$ cat src/design/cpu_bus_pkg.sv
package cpu_bus_pkg;

    typedef logic [31:0] word_t;

    localparam word_t reset_pc = 32'h0000_0000;

    // {inst, pc}
    localparam int fs_to_ds_bus_wd = 64;
    // alu_op, flags, dest, imm, rj, rkd, pc
    localparam int ds_to_es_bus_wd = 150;
    // ld, st, gr_we, dest, result, store data
    localparam int es_to_ms_bus_wd = 72;
    // {taken, target}
    localparam int br_bus_wd = 33;

endpackage

$ cat src/design/cpu_isa_pkg.sv
package cpu_isa_pkg;

    typedef logic [4:0]  reg_addr_t;
    typedef logic [11:0] alu_op_t;

    // one-hot alu operation bits
    localparam int alu_add  = 0;
    localparam int alu_sub  = 1;
    localparam int alu_slt  = 2;
    localparam int alu_sltu = 3;
    localparam int alu_and  = 4;
    localparam int alu_nor  = 5;
    localparam int alu_or   = 6;
    localparam int alu_xor  = 7;
    localparam int alu_sll  = 8;
    localparam int alu_srl  = 9;
    localparam int alu_sra  = 10;
    localparam int alu_lui  = 11;

    // inst[31:26]
    localparam logic [5:0] op6_alu   = 6'h00;
    localparam logic [5:0] op6_lu12i = 6'h05;
    localparam logic [5:0] op6_mem   = 6'h0a;
    localparam logic [5:0] op6_jirl  = 6'h13;
    localparam logic [5:0] op6_b     = 6'h14;
    localparam logic [5:0] op6_bl    = 6'h15;
    localparam logic [5:0] op6_beq   = 6'h16;
    localparam logic [5:0] op6_bne   = 6'h17;

    // inst[25:22]
    localparam logic [3:0] op4_3r    = 4'h0;
    localparam logic [3:0] op4_shift = 4'h1;
    localparam logic [3:0] op4_ld    = 4'h2;
    localparam logic [3:0] op4_st    = 4'h6;
    localparam logic [3:0] op4_addi  = 4'ha;

    // inst[21:20]
    localparam logic [1:0] op2_3r    = 2'h1;
    localparam logic [1:0] op2_shift = 2'h0;

    // inst[19:15]
    localparam logic [4:0] op5_add  = 5'h00;
    localparam logic [4:0] op5_sub  = 5'h02;
    localparam logic [4:0] op5_slt  = 5'h04;
    localparam logic [4:0] op5_sltu = 5'h05;
    localparam logic [4:0] op5_nor  = 5'h08;
    localparam logic [4:0] op5_and  = 5'h09;
    localparam logic [4:0] op5_or   = 5'h0a;
    localparam logic [4:0] op5_xor  = 5'h0b;
    localparam logic [4:0] op5_slli = 5'h01;
    localparam logic [4:0] op5_srli = 5'h09;
    localparam logic [4:0] op5_srai = 5'h11;

endpackage

$ cat src/design/cpu_core.sv
module cpu_core (
    input  logic                   clk,
    input  logic                   reset,
    output logic                   mem_en,
    output logic                   mem_we,
    output cpu_bus_pkg::word_t     mem_addr,
    output cpu_bus_pkg::word_t     mem_wdata,
    input  cpu_bus_pkg::word_t     mem_rdata,
    output logic                   debug_wb_we,
    output cpu_isa_pkg::reg_addr_t debug_wb_addr,
    output cpu_bus_pkg::word_t     debug_wb_data
);
    import cpu_bus_pkg::*;
    import cpu_isa_pkg::*;

    logic                       ds_allowin;
    logic                       es_allowin;
    logic                       ms_allowin;
    logic                       fs_to_ds_valid;
    logic [fs_to_ds_bus_wd-1:0] fs_to_ds_bus;
    logic                       ds_to_es_valid;
    logic [ds_to_es_bus_wd-1:0] ds_to_es_bus;
    logic                       es_to_ms_valid;
    logic [es_to_ms_bus_wd-1:0] es_to_ms_bus;
    logic [br_bus_wd-1:0]       br_bus;
    reg_addr_t                  es_dest;
    logic                       es_gr_we;
    reg_addr_t                  ms_dest;
    logic                       ms_gr_we;
    logic                       rf_we;
    reg_addr_t                  rf_waddr;
    word_t                      rf_wdata;
    logic                       inst_req;
    word_t                      inst_addr;
    logic                       inst_grant;
    word_t                      inst_rdata;
    logic                       data_req;
    logic                       data_we;
    word_t                      data_addr;
    word_t                      data_wdata;
    logic                       data_grant;
    word_t                      data_rdata;

    // stage ports share names with the nets above
    fetch_stage   u_fetch   (.*);
    decode_stage  u_decode  (.*);
    execute_stage u_execute (.*);
    memwb_stage   u_memwb   (.*);
    mem_arbiter   u_arbiter (.*);

    // trace mirrors the register file write
    assign debug_wb_we   = rf_we;
    assign debug_wb_addr = rf_waddr;
    assign debug_wb_data = rf_wdata;

endmodule

$ cat src/design/decode_stage.sv
module decode_stage (
    input  logic                                  clk,
    input  logic                                  reset,
    input  logic                                  es_allowin,
    output logic                                  ds_allowin,
    input  logic                                  fs_to_ds_valid,
    input  logic [cpu_bus_pkg::fs_to_ds_bus_wd-1:0] fs_to_ds_bus,
    output logic                                  ds_to_es_valid,
    output logic [cpu_bus_pkg::ds_to_es_bus_wd-1:0] ds_to_es_bus,
    output logic [cpu_bus_pkg::br_bus_wd-1:0]       br_bus,
    input  cpu_isa_pkg::reg_addr_t                es_dest,
    input  cpu_isa_pkg::reg_addr_t                ms_dest,
    input  logic                                  es_gr_we,
    input  logic                                  ms_gr_we,
    input  logic                                  rf_we,
    input  cpu_isa_pkg::reg_addr_t                rf_waddr,
    input  cpu_bus_pkg::word_t                    rf_wdata
);
    import cpu_bus_pkg::*;
    import cpu_isa_pkg::*;

    logic                       ds_valid;
    logic                       ds_ready_go;
    logic [fs_to_ds_bus_wd-1:0] fs_to_ds_bus_r;
    word_t                      ds_inst;
    word_t                      ds_pc;
    logic [5:0]                 op6;
    logic [3:0]                 op4;
    logic [1:0]                 op2;
    logic [4:0]                 op5;
    reg_addr_t                  rd;
    reg_addr_t                  rj;
    reg_addr_t                  rk;
    logic                       is_3r;
    logic                       is_shift;
    logic                       inst_add_w;
    logic                       inst_sub_w;
    logic                       inst_slt;
    logic                       inst_sltu;
    logic                       inst_nor;
    logic                       inst_and;
    logic                       inst_or;
    logic                       inst_xor;
    logic                       inst_slli_w;
    logic                       inst_srli_w;
    logic                       inst_srai_w;
    logic                       inst_addi_w;
    logic                       inst_lu12i_w;
    logic                       inst_ld_w;
    logic                       inst_st_w;
    logic                       inst_jirl;
    logic                       inst_b;
    logic                       inst_bl;
    logic                       inst_beq;
    logic                       inst_bne;
    alu_op_t                    alu_op;
    logic                       src1_is_pc;
    logic                       src2_is_imm;
    logic                       gr_we;
    reg_addr_t                  dest;
    word_t                      imm;
    word_t                      br_offs;
    word_t                      rj_value;
    word_t                      rkd_value;
    reg_addr_t                  rf_raddr2;
    logic                       src1_used;
    logic                       src2_used;
    logic                       hazard;
    logic                       br_taken;
    word_t                      br_target;

    assign {ds_inst, ds_pc} = fs_to_ds_bus_r;

    always_ff @(posedge clk) begin
        if (reset) begin
            ds_valid <= 1'b0;
        end else if (ds_allowin) begin
            ds_valid <= fs_to_ds_valid;
        end
    end

    always_ff @(posedge clk) begin
        if (fs_to_ds_valid && ds_allowin) begin
            fs_to_ds_bus_r <= fs_to_ds_bus;
        end
    end

    assign op6 = ds_inst[31:26];
    assign op4 = ds_inst[25:22];
    assign op2 = ds_inst[21:20];
    assign op5 = ds_inst[19:15];
    assign rd  = ds_inst[4:0];
    assign rj  = ds_inst[9:5];
    assign rk  = ds_inst[14:10];

    assign is_3r    = op6 == op6_alu && op4 == op4_3r && op2 == op2_3r;
    assign is_shift = op6 == op6_alu && op4 == op4_shift && op2 == op2_shift;

    assign inst_add_w   = is_3r && op5 == op5_add;
    assign inst_sub_w   = is_3r && op5 == op5_sub;
    assign inst_slt     = is_3r && op5 == op5_slt;
    assign inst_sltu    = is_3r && op5 == op5_sltu;
    assign inst_nor     = is_3r && op5 == op5_nor;
    assign inst_and     = is_3r && op5 == op5_and;
    assign inst_or      = is_3r && op5 == op5_or;
    assign inst_xor     = is_3r && op5 == op5_xor;
    assign inst_slli_w  = is_shift && op5 == op5_slli;
    assign inst_srli_w  = is_shift && op5 == op5_srli;
    assign inst_srai_w  = is_shift && op5 == op5_srai;
    assign inst_addi_w  = op6 == op6_alu && op4 == op4_addi;
    assign inst_ld_w    = op6 == op6_mem && op4 == op4_ld;
    assign inst_st_w    = op6 == op6_mem && op4 == op4_st;
    assign inst_lu12i_w = op6 == op6_lu12i && !ds_inst[25];
    assign inst_jirl    = op6 == op6_jirl;
    assign inst_b       = op6 == op6_b;
    assign inst_bl      = op6 == op6_bl;
    assign inst_beq     = op6 == op6_beq;
    assign inst_bne     = op6 == op6_bne;

    // link and address adds go through the adder too
    assign alu_op[alu_add]  = inst_add_w | inst_addi_w | inst_ld_w | inst_st_w
                            | inst_jirl | inst_bl;
    assign alu_op[alu_sub]  = inst_sub_w;
    assign alu_op[alu_slt]  = inst_slt;
    assign alu_op[alu_sltu] = inst_sltu;
    assign alu_op[alu_and]  = inst_and;
    assign alu_op[alu_nor]  = inst_nor;
    assign alu_op[alu_or]   = inst_or;
    assign alu_op[alu_xor]  = inst_xor;
    assign alu_op[alu_sll]  = inst_slli_w;
    assign alu_op[alu_srl]  = inst_srli_w;
    assign alu_op[alu_sra]  = inst_srai_w;
    assign alu_op[alu_lui]  = inst_lu12i_w;

    assign src1_is_pc  = inst_jirl | inst_bl;
    assign src2_is_imm = inst_slli_w | inst_srli_w | inst_srai_w | inst_addi_w | inst_ld_w
                       | inst_st_w | inst_lu12i_w | inst_jirl | inst_bl;

    // pc + 4 for links, si20 << 12 for lu12i, si12 otherwise
    assign imm = src1_is_pc   ? 32'd4 :
                 inst_lu12i_w ? {ds_inst[24:5], 12'b0} :
                                {{20{ds_inst[21]}}, ds_inst[21:10]};

    assign br_offs = (inst_b || inst_bl) ? {{4{ds_inst[9]}}, ds_inst[9:0], ds_inst[25:10], 2'b0}
                                         : {{14{ds_inst[25]}}, ds_inst[25:10], 2'b0};

    assign dest  = inst_bl ? 5'd1 : rd;
    // r0 is never written
    assign gr_we = !inst_st_w && !inst_beq && !inst_bne && !inst_b && dest != 5'd0;

    assign rf_raddr2 = (inst_beq || inst_bne || inst_st_w) ? rd : rk;

    regfile u_regfile (
        .clk    (clk),
        .raddr1 (rj),
        .rdata1 (rj_value),
        .raddr2 (rf_raddr2),
        .rdata2 (rkd_value),
        .we     (rf_we),
        .waddr  (rf_waddr),
        .wdata  (rf_wdata)
    );

    assign src1_used = is_3r | is_shift | inst_addi_w | inst_ld_w | inst_st_w
                     | inst_beq | inst_bne | inst_jirl;
    assign src2_used = is_3r | inst_st_w | inst_beq | inst_bne;

    assign hazard = es_gr_we && (src1_used && es_dest == rj || src2_used && es_dest == rf_raddr2)
                 || ms_gr_we && (src1_used && ms_dest == rj || src2_used && ms_dest == rf_raddr2);

    assign ds_ready_go    = !hazard;
    assign ds_to_es_valid = ds_valid && ds_ready_go;
    assign ds_allowin     = !ds_valid || ds_ready_go && es_allowin;

    assign ds_to_es_bus = {alu_op, inst_ld_w, src1_is_pc, src2_is_imm, gr_we, inst_st_w,
                           dest, imm, rj_value, rkd_value, ds_pc};

    // taken only in the cycle the branch moves on
    assign br_taken  = ds_valid && ds_ready_go && es_allowin
                    && (inst_beq && rj_value == rkd_value || inst_bne && rj_value != rkd_value
                        || inst_jirl || inst_bl || inst_b);
    assign br_target = inst_jirl ? rj_value + {{14{ds_inst[25]}}, ds_inst[25:10], 2'b0}
                                 : ds_pc + br_offs;
    assign br_bus    = {br_taken, br_target};

    // a stalled item stays in decode
    assert property (@(posedge clk) disable iff (reset)
        ds_valid && hazard |=> ds_valid && $stable(fs_to_ds_bus_r));

endmodule

$ cat src/design/execute_stage.sv
module execute_stage (
    input  logic                                  clk,
    input  logic                                  reset,
    input  logic                                  ms_allowin,
    output logic                                  es_allowin,
    input  logic                                  ds_to_es_valid,
    input  logic [cpu_bus_pkg::ds_to_es_bus_wd-1:0] ds_to_es_bus,
    output logic                                  es_to_ms_valid,
    output logic [cpu_bus_pkg::es_to_ms_bus_wd-1:0] es_to_ms_bus,
    output cpu_isa_pkg::reg_addr_t                es_dest,
    output logic                                  es_gr_we
);
    import cpu_bus_pkg::*;
    import cpu_isa_pkg::*;

    logic                       es_valid;
    logic [ds_to_es_bus_wd-1:0] ds_to_es_bus_r;
    alu_op_t                    alu_op;
    logic                       es_load;
    logic                       src1_is_pc;
    logic                       src2_is_imm;
    logic                       gr_we;
    logic                       es_store;
    word_t                      imm;
    word_t                      rj_value;
    word_t                      rkd_value;
    word_t                      es_pc;
    word_t                      src1;
    word_t                      src2;
    word_t                      alu_result;

    assign {alu_op, es_load, src1_is_pc, src2_is_imm, gr_we, es_store,
            es_dest, imm, rj_value, rkd_value, es_pc} = ds_to_es_bus_r;

    always_ff @(posedge clk) begin
        if (reset) begin
            es_valid <= 1'b0;
        end else if (es_allowin) begin
            es_valid <= ds_to_es_valid;
        end
    end

    always_ff @(posedge clk) begin
        if (ds_to_es_valid && es_allowin) begin
            ds_to_es_bus_r <= ds_to_es_bus;
        end
    end

    assign src1 = src1_is_pc ? es_pc : rj_value;
    assign src2 = src2_is_imm ? imm : rkd_value;

    // one-hot and-or select, all zero for plain branches
    assign alu_result = {32{alu_op[alu_add]}}  & (src1 + src2)
                      | {32{alu_op[alu_sub]}}  & (src1 - src2)
                      | {32{alu_op[alu_slt]}}  & {31'b0, $signed(src1) < $signed(src2)}
                      | {32{alu_op[alu_sltu]}} & {31'b0, src1 < src2}
                      | {32{alu_op[alu_and]}}  & (src1 & src2)
                      | {32{alu_op[alu_nor]}}  & ~(src1 | src2)
                      | {32{alu_op[alu_or]}}   & (src1 | src2)
                      | {32{alu_op[alu_xor]}}  & (src1 ^ src2)
                      | {32{alu_op[alu_sll]}}  & (src1 << src2[4:0])
                      | {32{alu_op[alu_srl]}}  & (src1 >> src2[4:0])
                      | {32{alu_op[alu_sra]}}  & word_t'($signed(src1) >>> src2[4:0])
                      | {32{alu_op[alu_lui]}}  & src2;

    assign es_allowin     = !es_valid || ms_allowin;
    assign es_to_ms_valid = es_valid;
    assign es_gr_we       = es_valid && gr_we;
    assign es_to_ms_bus   = {es_load, es_store, gr_we, es_dest, alu_result, rkd_value};

endmodule

$ cat src/design/fetch_stage.sv
module fetch_stage (
    input  logic                                  clk,
    input  logic                                  reset,
    input  logic                                  ds_allowin,
    input  logic [cpu_bus_pkg::br_bus_wd-1:0]       br_bus,
    output logic                                  inst_req,
    output cpu_bus_pkg::word_t                    inst_addr,
    input  logic                                  inst_grant,
    input  cpu_bus_pkg::word_t                    inst_rdata,
    output logic                                  fs_to_ds_valid,
    output logic [cpu_bus_pkg::fs_to_ds_bus_wd-1:0] fs_to_ds_bus
);
    import cpu_bus_pkg::*;

    word_t fs_pc;
    logic  fs_run;
    logic  br_taken;
    word_t br_target;

    assign {br_taken, br_target} = br_bus;

    // fetching starts once reset has been seen low
    always_ff @(posedge clk) begin
        if (reset) begin
            fs_run <= 1'b0;
        end else begin
            fs_run <= 1'b1;
        end
    end

    always_ff @(posedge clk) begin
        if (reset) begin
            fs_pc <= reset_pc;
        end else if (br_taken) begin
            fs_pc <= br_target;
        end else if (inst_req && inst_grant) begin
            fs_pc <= fs_pc + 32'd4;
        end
    end

    assign inst_req  = fs_run && ds_allowin;
    assign inst_addr = fs_pc;

    // word fetched next to a taken branch is wrong path
    assign fs_to_ds_valid = inst_grant && !br_taken;
    assign fs_to_ds_bus   = {inst_rdata, fs_pc};

    assert property (@(posedge clk) reset |-> !inst_req);

endmodule

$ cat src/design/mem_arbiter.sv
module mem_arbiter (
    input  logic               inst_req,
    input  cpu_bus_pkg::word_t inst_addr,
    output logic               inst_grant,
    output cpu_bus_pkg::word_t inst_rdata,
    input  logic               data_req,
    input  logic               data_we,
    input  cpu_bus_pkg::word_t data_addr,
    input  cpu_bus_pkg::word_t data_wdata,
    output logic               data_grant,
    output cpu_bus_pkg::word_t data_rdata,
    output logic               mem_en,
    output logic               mem_we,
    output cpu_bus_pkg::word_t mem_addr,
    output cpu_bus_pkg::word_t mem_wdata,
    input  cpu_bus_pkg::word_t mem_rdata
);

    // data side wins, fetch retries next cycle
    assign data_grant = data_req;
    assign inst_grant = inst_req && !data_req;

    assign mem_en    = inst_req || data_req;
    assign mem_we    = data_req && data_we;
    assign mem_addr  = data_req ? data_addr : inst_addr;
    assign mem_wdata = data_wdata;

    assign inst_rdata = mem_rdata;
    assign data_rdata = mem_rdata;

    always_comb begin
        assert (!(inst_grant && data_grant));
    end

endmodule

$ cat src/design/memwb_stage.sv
module memwb_stage (
    input  logic                                  clk,
    input  logic                                  reset,
    output logic                                  ms_allowin,
    input  logic                                  es_to_ms_valid,
    input  logic [cpu_bus_pkg::es_to_ms_bus_wd-1:0] es_to_ms_bus,
    output logic                                  data_req,
    output logic                                  data_we,
    output cpu_bus_pkg::word_t                    data_addr,
    output cpu_bus_pkg::word_t                    data_wdata,
    input  logic                                  data_grant,
    input  cpu_bus_pkg::word_t                    data_rdata,
    output cpu_isa_pkg::reg_addr_t                ms_dest,
    output logic                                  ms_gr_we,
    output logic                                  rf_we,
    output cpu_isa_pkg::reg_addr_t                rf_waddr,
    output cpu_bus_pkg::word_t                    rf_wdata
);
    import cpu_bus_pkg::*;

    logic                       ms_valid;
    logic [es_to_ms_bus_wd-1:0] es_to_ms_bus_r;
    logic                       ms_load;
    logic                       ms_store;
    logic                       gr_we;
    word_t                      ms_result;
    word_t                      ms_store_data;
    logic                       ms_ready_go;

    assign {ms_load, ms_store, gr_we, ms_dest, ms_result, ms_store_data} = es_to_ms_bus_r;

    always_ff @(posedge clk) begin
        if (reset) begin
            ms_valid <= 1'b0;
        end else if (ms_allowin) begin
            ms_valid <= es_to_ms_valid;
        end
    end

    always_ff @(posedge clk) begin
        if (es_to_ms_valid && ms_allowin) begin
            es_to_ms_bus_r <= es_to_ms_bus;
        end
    end

    // memory ops finish in the cycle of the grant
    assign data_req    = ms_valid && (ms_load || ms_store);
    assign data_we     = data_req && ms_store;
    assign data_addr   = ms_result;
    assign data_wdata  = ms_store_data;
    assign ms_ready_go = !(ms_load || ms_store) || data_grant;
    assign ms_allowin  = !ms_valid || ms_ready_go;

    assign ms_gr_we = ms_valid && gr_we;
    assign rf_we    = ms_gr_we && ms_ready_go;
    assign rf_waddr = ms_dest;
    assign rf_wdata = ms_load ? data_rdata : ms_result;

endmodule

$ cat src/design/regfile.sv
module regfile (
    input  logic                   clk,
    input  cpu_isa_pkg::reg_addr_t raddr1,
    output cpu_bus_pkg::word_t     rdata1,
    input  cpu_isa_pkg::reg_addr_t raddr2,
    output cpu_bus_pkg::word_t     rdata2,
    input  logic                   we,
    input  cpu_isa_pkg::reg_addr_t waddr,
    input  cpu_bus_pkg::word_t     wdata
);
    import cpu_bus_pkg::*;

    word_t rf [32];

    always_ff @(posedge clk) begin
        if (we) begin
            rf[waddr] <= wdata;
        end
    end

    // r0 reads as zero
    assign rdata1 = (raddr1 == 5'd0) ? '0 : rf[raddr1];
    assign rdata2 = (raddr2 == 5'd0) ? '0 : rf[raddr2];

endmodule

$ cat config.mk
export PLATFORM = sky130hd
export DESIGN_NAME = cpu_core
export DESIGN_NICKNAME = d
export VERILOG_FILES = /design/src/design/cpu_bus_pkg.sv /design/src/design/cpu_isa_pkg.sv /design/src/design/cpu_core.sv /design/src/design/decode_stage.sv /design/src/design/execute_stage.sv /design/src/design/fetch_stage.sv /design/src/design/mem_arbiter.sv /design/src/design/memwb_stage.sv /design/src/design/regfile.sv
export SDC_FILE = /design/constraint.sdc
export NUM_CORES = 2
export LEC_CHECK = 0
export CAP_MARGIN = 25
export CORE_UTILIZATION = 45
export CTS_BUF_LIST = sky130_fd_sc_hd__clkbuf_8
export CTS_CLUSTER_SIZE = 25
export DETAILED_ROUTE_END_ITERATION = 8
export DONT_BUFFER_PORTS = 1
export GPL_TIMING_DRIVEN = 0
export PLACE_DENSITY = 0.59
export SYNTH_ARGS = -nofsm -noshare
export SYNTH_HDL_FRONTEND = slang
export SYNTH_SLANG_ARGS = --single-unit
export TNS_END_PERCENT = 5
$ cat constraint.sdc
create_clock -name clk -period 8.29 [get_ports clk]
set_input_delay 1.658 -clock clk [delete_from_list [all_inputs] [get_ports clk]]
set_output_delay 1.658 -clock clk [all_outputs]
set_load 0.05 [all_outputs]
==> flow_summary.ini <==
[logic_synthesis]
synth_nets = 5962
seq_area_frac_synth_pct = 54.6
ys.flop_type = edfxtp_1
synth_cell_types = 95
syn_area_um2 = 73500
async_reset_ff_share_pct = 0
netlist_instances = 5768
yosysWarnings = 0
yosys_register_bits = 1351
synth-edff-count = 1310
syn_avg_cell_area_um2 = 12.7

[global_routing]
gr-usage-all-layers_pct = 43.7
grt_max_degree = 41
grt_pass1_vias = 56100
grt_pass1_wl_um = 482000
overflow = 0
antenna_found_initial = 35

[power]
clkPwrFrac_pct = 33.5
p_per_area_nw_per_um2 = 207
comb_power_share_pct = 22.1
p_sw_share_pct = 32.9
p_seq_share_pct = 44.4
power.internal_mw = 11.6
leakage_nw = 29.7
vdd_drop_max_mv = 0.176
switching_power_mw = 5.72

[clock_network]
numCtsBuffers = 221
clk_path_buf_depth = 3
cts_sinks = 1351
clk_pin_slew_ns = 0.07
htree_levels = 4
cts_root_buffer = clkbuf_8
clock_latency_ns = 1.04
cts_tree = built

[floorplan]
core_area_um2 = 161000
num_rows = 147
fp.dieW_um = 406
die_area_um2 = 165000
io_pins = 138
die_height_um = 406
start_util_pct = 45.6

[worst_setup_path]
rr_worst_depth = 23
cpMostUsedCell = buf_4
crit_type = reg -> reg
path_cells = or4b_4, nor4_4, a211o_1, buf_2, buf_4, buf_4, buf_4, buf_2, buf_2, nor3_1, o21ai_1, o311ai_0, nand4_1, buf_4, xor2_1, nor4_1, nand4_1, a22oi_1, nand3_4, nand2b_1, buf_4, inv_4, buf_12
r2r_slack_ns = -0.23
slowest_stage = nor4_4
cp_num_cells = 23
end_kind = flop
crit_arrival_ns = 9.18
crit_start = u_decode.fs_to_ds_bus_r[54]
timing.rr.start = u_decode.fs_to_ds_bus_r[54]
critPathTopFamily = buffers and inverters
worstPathRequired_ns = 8.95
max_stage_delay_ns = 0.70
crit_fanout = 38
timing.critical_path.from_type = flop
timing.critical_path.buf_inv = 10

[timing]
fin_crit_ns = 8.52
fmax_mhz = 117
rsz0062_at_grt = no
setup_slack_ns = -0.235
relSlewSlack_pct = 18.3
setup_violations = 39
drv_slew = 0
hold_ws_ns = 0.420
hold_viol_final = 0
worst_slew_pin_slew_ns = 1.23
min_period_over_period_pct = 103
clock_skew_ns = 0.114

[detailed_routing]
viasPerCell = 7.05
wl_per_cell_um = 42.7
first_iter_violations = 10700
first_pass_iters = 7
detail-route-antenna-nets = 0
routed_wl_um = 364000
vias = 60100
drcViolationCount = 0

[final_layout]
drive_gt1_share_pct = 19.0
area.growth.synth_to_final_pct = 14.2
finalNetCount = 6357
fin_area_um2 = 83900
final_cell_mix = edfxtp_1 (1310), nand2_1 (678), mux2i_1 (352), mux4_2 (320), nor2_1 (294)
stdcell_count = 8531
mostFrequentLayoutCell = edfxtp_1
final_util_pct = 52.0

[status]
violations = setup timing
status = finished, violations left

[hold_path]
hold_path_class = reg -> reg
whs_path_depth = 0
min_from = u_decode.fs_to_ds_bus_r[0]

[run]
maxCapViolations = 0

[place]
placed_cell_area_um2 = 79400
dp_cells = 8094
gp_congestion = 1.05
place_hpwl_um = 271000
io_buffers = 0
## final timing paths
path	to
worst min register to register	u_execute.ds_to_es_bus_r[0]
worst max register to register	u_decode.fs_to_ds_bus_r[19]
worst min-delay path	u_execute.ds_to_es_bus_r[0]
worst max-delay path	u_decode.fs_to_ds_bus_r[19]
## repair_timing
item,4_1_cts,5_1_grt
pin swaps,1,1
buffers inserted,2,0
gates resized for setup,22,35
setup endpoints to repair,102,65
hold buffers,0,0
## cell usage after synthesis, types with 32 or more instances
cell type	n	area [µm²]
buf_4	64	480
a22oi_1	32	240
dfxtp_1	41	821
o211ai_1	63	473
xor2_1	45	394
nand4_1	37	231
and3_1	40	250
nand2_1	678	2540
a221oi_1	42	368
edfxtp_1	1310	39300
buf_1	64	240
o21ai_0	202	1010
a311oi_1	37	324
xnor2_1	83	727
ha_1	156	1950
nor3_1	63	315
mux2i_1	356	3560
mux2_2	158	1780
nand3_1	191	956
a21oi_1	226	1130
clkbuf_1	224	841
nor2_1	329	1230
o2111ai_1	42	368
a211oi_1	82	616
mux4_2	320	7210
inv_1	177	664
a31oi_1	48	300
a21o_1	67	503
buf_2	76	380
and2_1	33	206
o22ai_1	65	407
## state kept, by name, indices dropped and copies added, names as in the netlist, named ones only
register / cells
u_decode.u_regfile.rf: 1024
u_execute.ds_to_es_bus_r: 150
u_memwb.es_to_ms_bus_r: 72
u_decode.fs_to_ds_bus_r: 64
u_fetch.inst_addr: 32
u_decode.ds_valid: 1
u_execute.es_to_ms_valid: 1
u_fetch.fs_run: 1
u_memwb.ms_valid: 1
## power groups by stage
| stage | Sequential (mW) | Clock [mW] | Combinational (mW) |
|---|---|---|---|
| final | 7.71 | 5.82 | 3.83 |
| after floorplan | 7.78 | 0 | 2.09 |
| after detailed placement | 7.85 | 0 | 3.64 |
| after global routing | 7.71 | 6.06 | 3.89 |
| after global placement | 7.86 | 0 | 3.52 |
| after CTS | 7.71 | 5.80 | 3.66 |
## per-stage QoR
| step | worst slack, ns | TNS (ns) | power [mW] |
|---|---|---|---|
| after floorplan | 0.266 | 0 | 9.87 |
| after global placement | -4.87 | -644.70 | 11.4 |
| after detailed placement | -0.782 | -35.80 | 11.5 |
| after CTS | 0.0113 | 0 | 17.2 |
| after global routing | 0.0278 | 0 | 17.7 |
| final | -0.235 | -6.97 | 17.4 |
## cells by family (layout without fill, tap and decap cells)
kind of cell             after synthesis  after routing  synth area share, %
AO/OA/AOI/OAI                       1155           1155                 10.9
XOR/XNOR                             128            128                 1.53
adder cells (fa/ha/maj)              160            160                 2.76
buffers and inverters                619           1192                 3.72
flip-flops                          1351           1351                 54.6
multiplexers                         839            839                 17.2
other                                  0             30                    0
AND/OR/NAND/NOR                     1516           1516                 9.28
## cell type report
type,count,area [µm²]
fillers,13900,77400
flip-flops and latches,1351,40200
multi-input cells,3798,30900
clock buffers,229,3150
repair buffers,179,3030
well taps,2160,2700
plain buffers,430,2110
clock inverters,172,1070
inverters,182,689
diodes,30,75.1
## layer usage
layer  wire, µm  part of all wire [%]  global-route usage, %  vias to the layer above
met5        158                 0.043                      0                        -
met4      32900                   9.0                   32.2                       26
met3      51400                    14                   15.6                     1333
met2     155000                    42                   63.9                     5310
met1     125000                    34                   53.2                    30200
li1           -                     -                      -                    23300
Power figures use the tool's default switching activity.
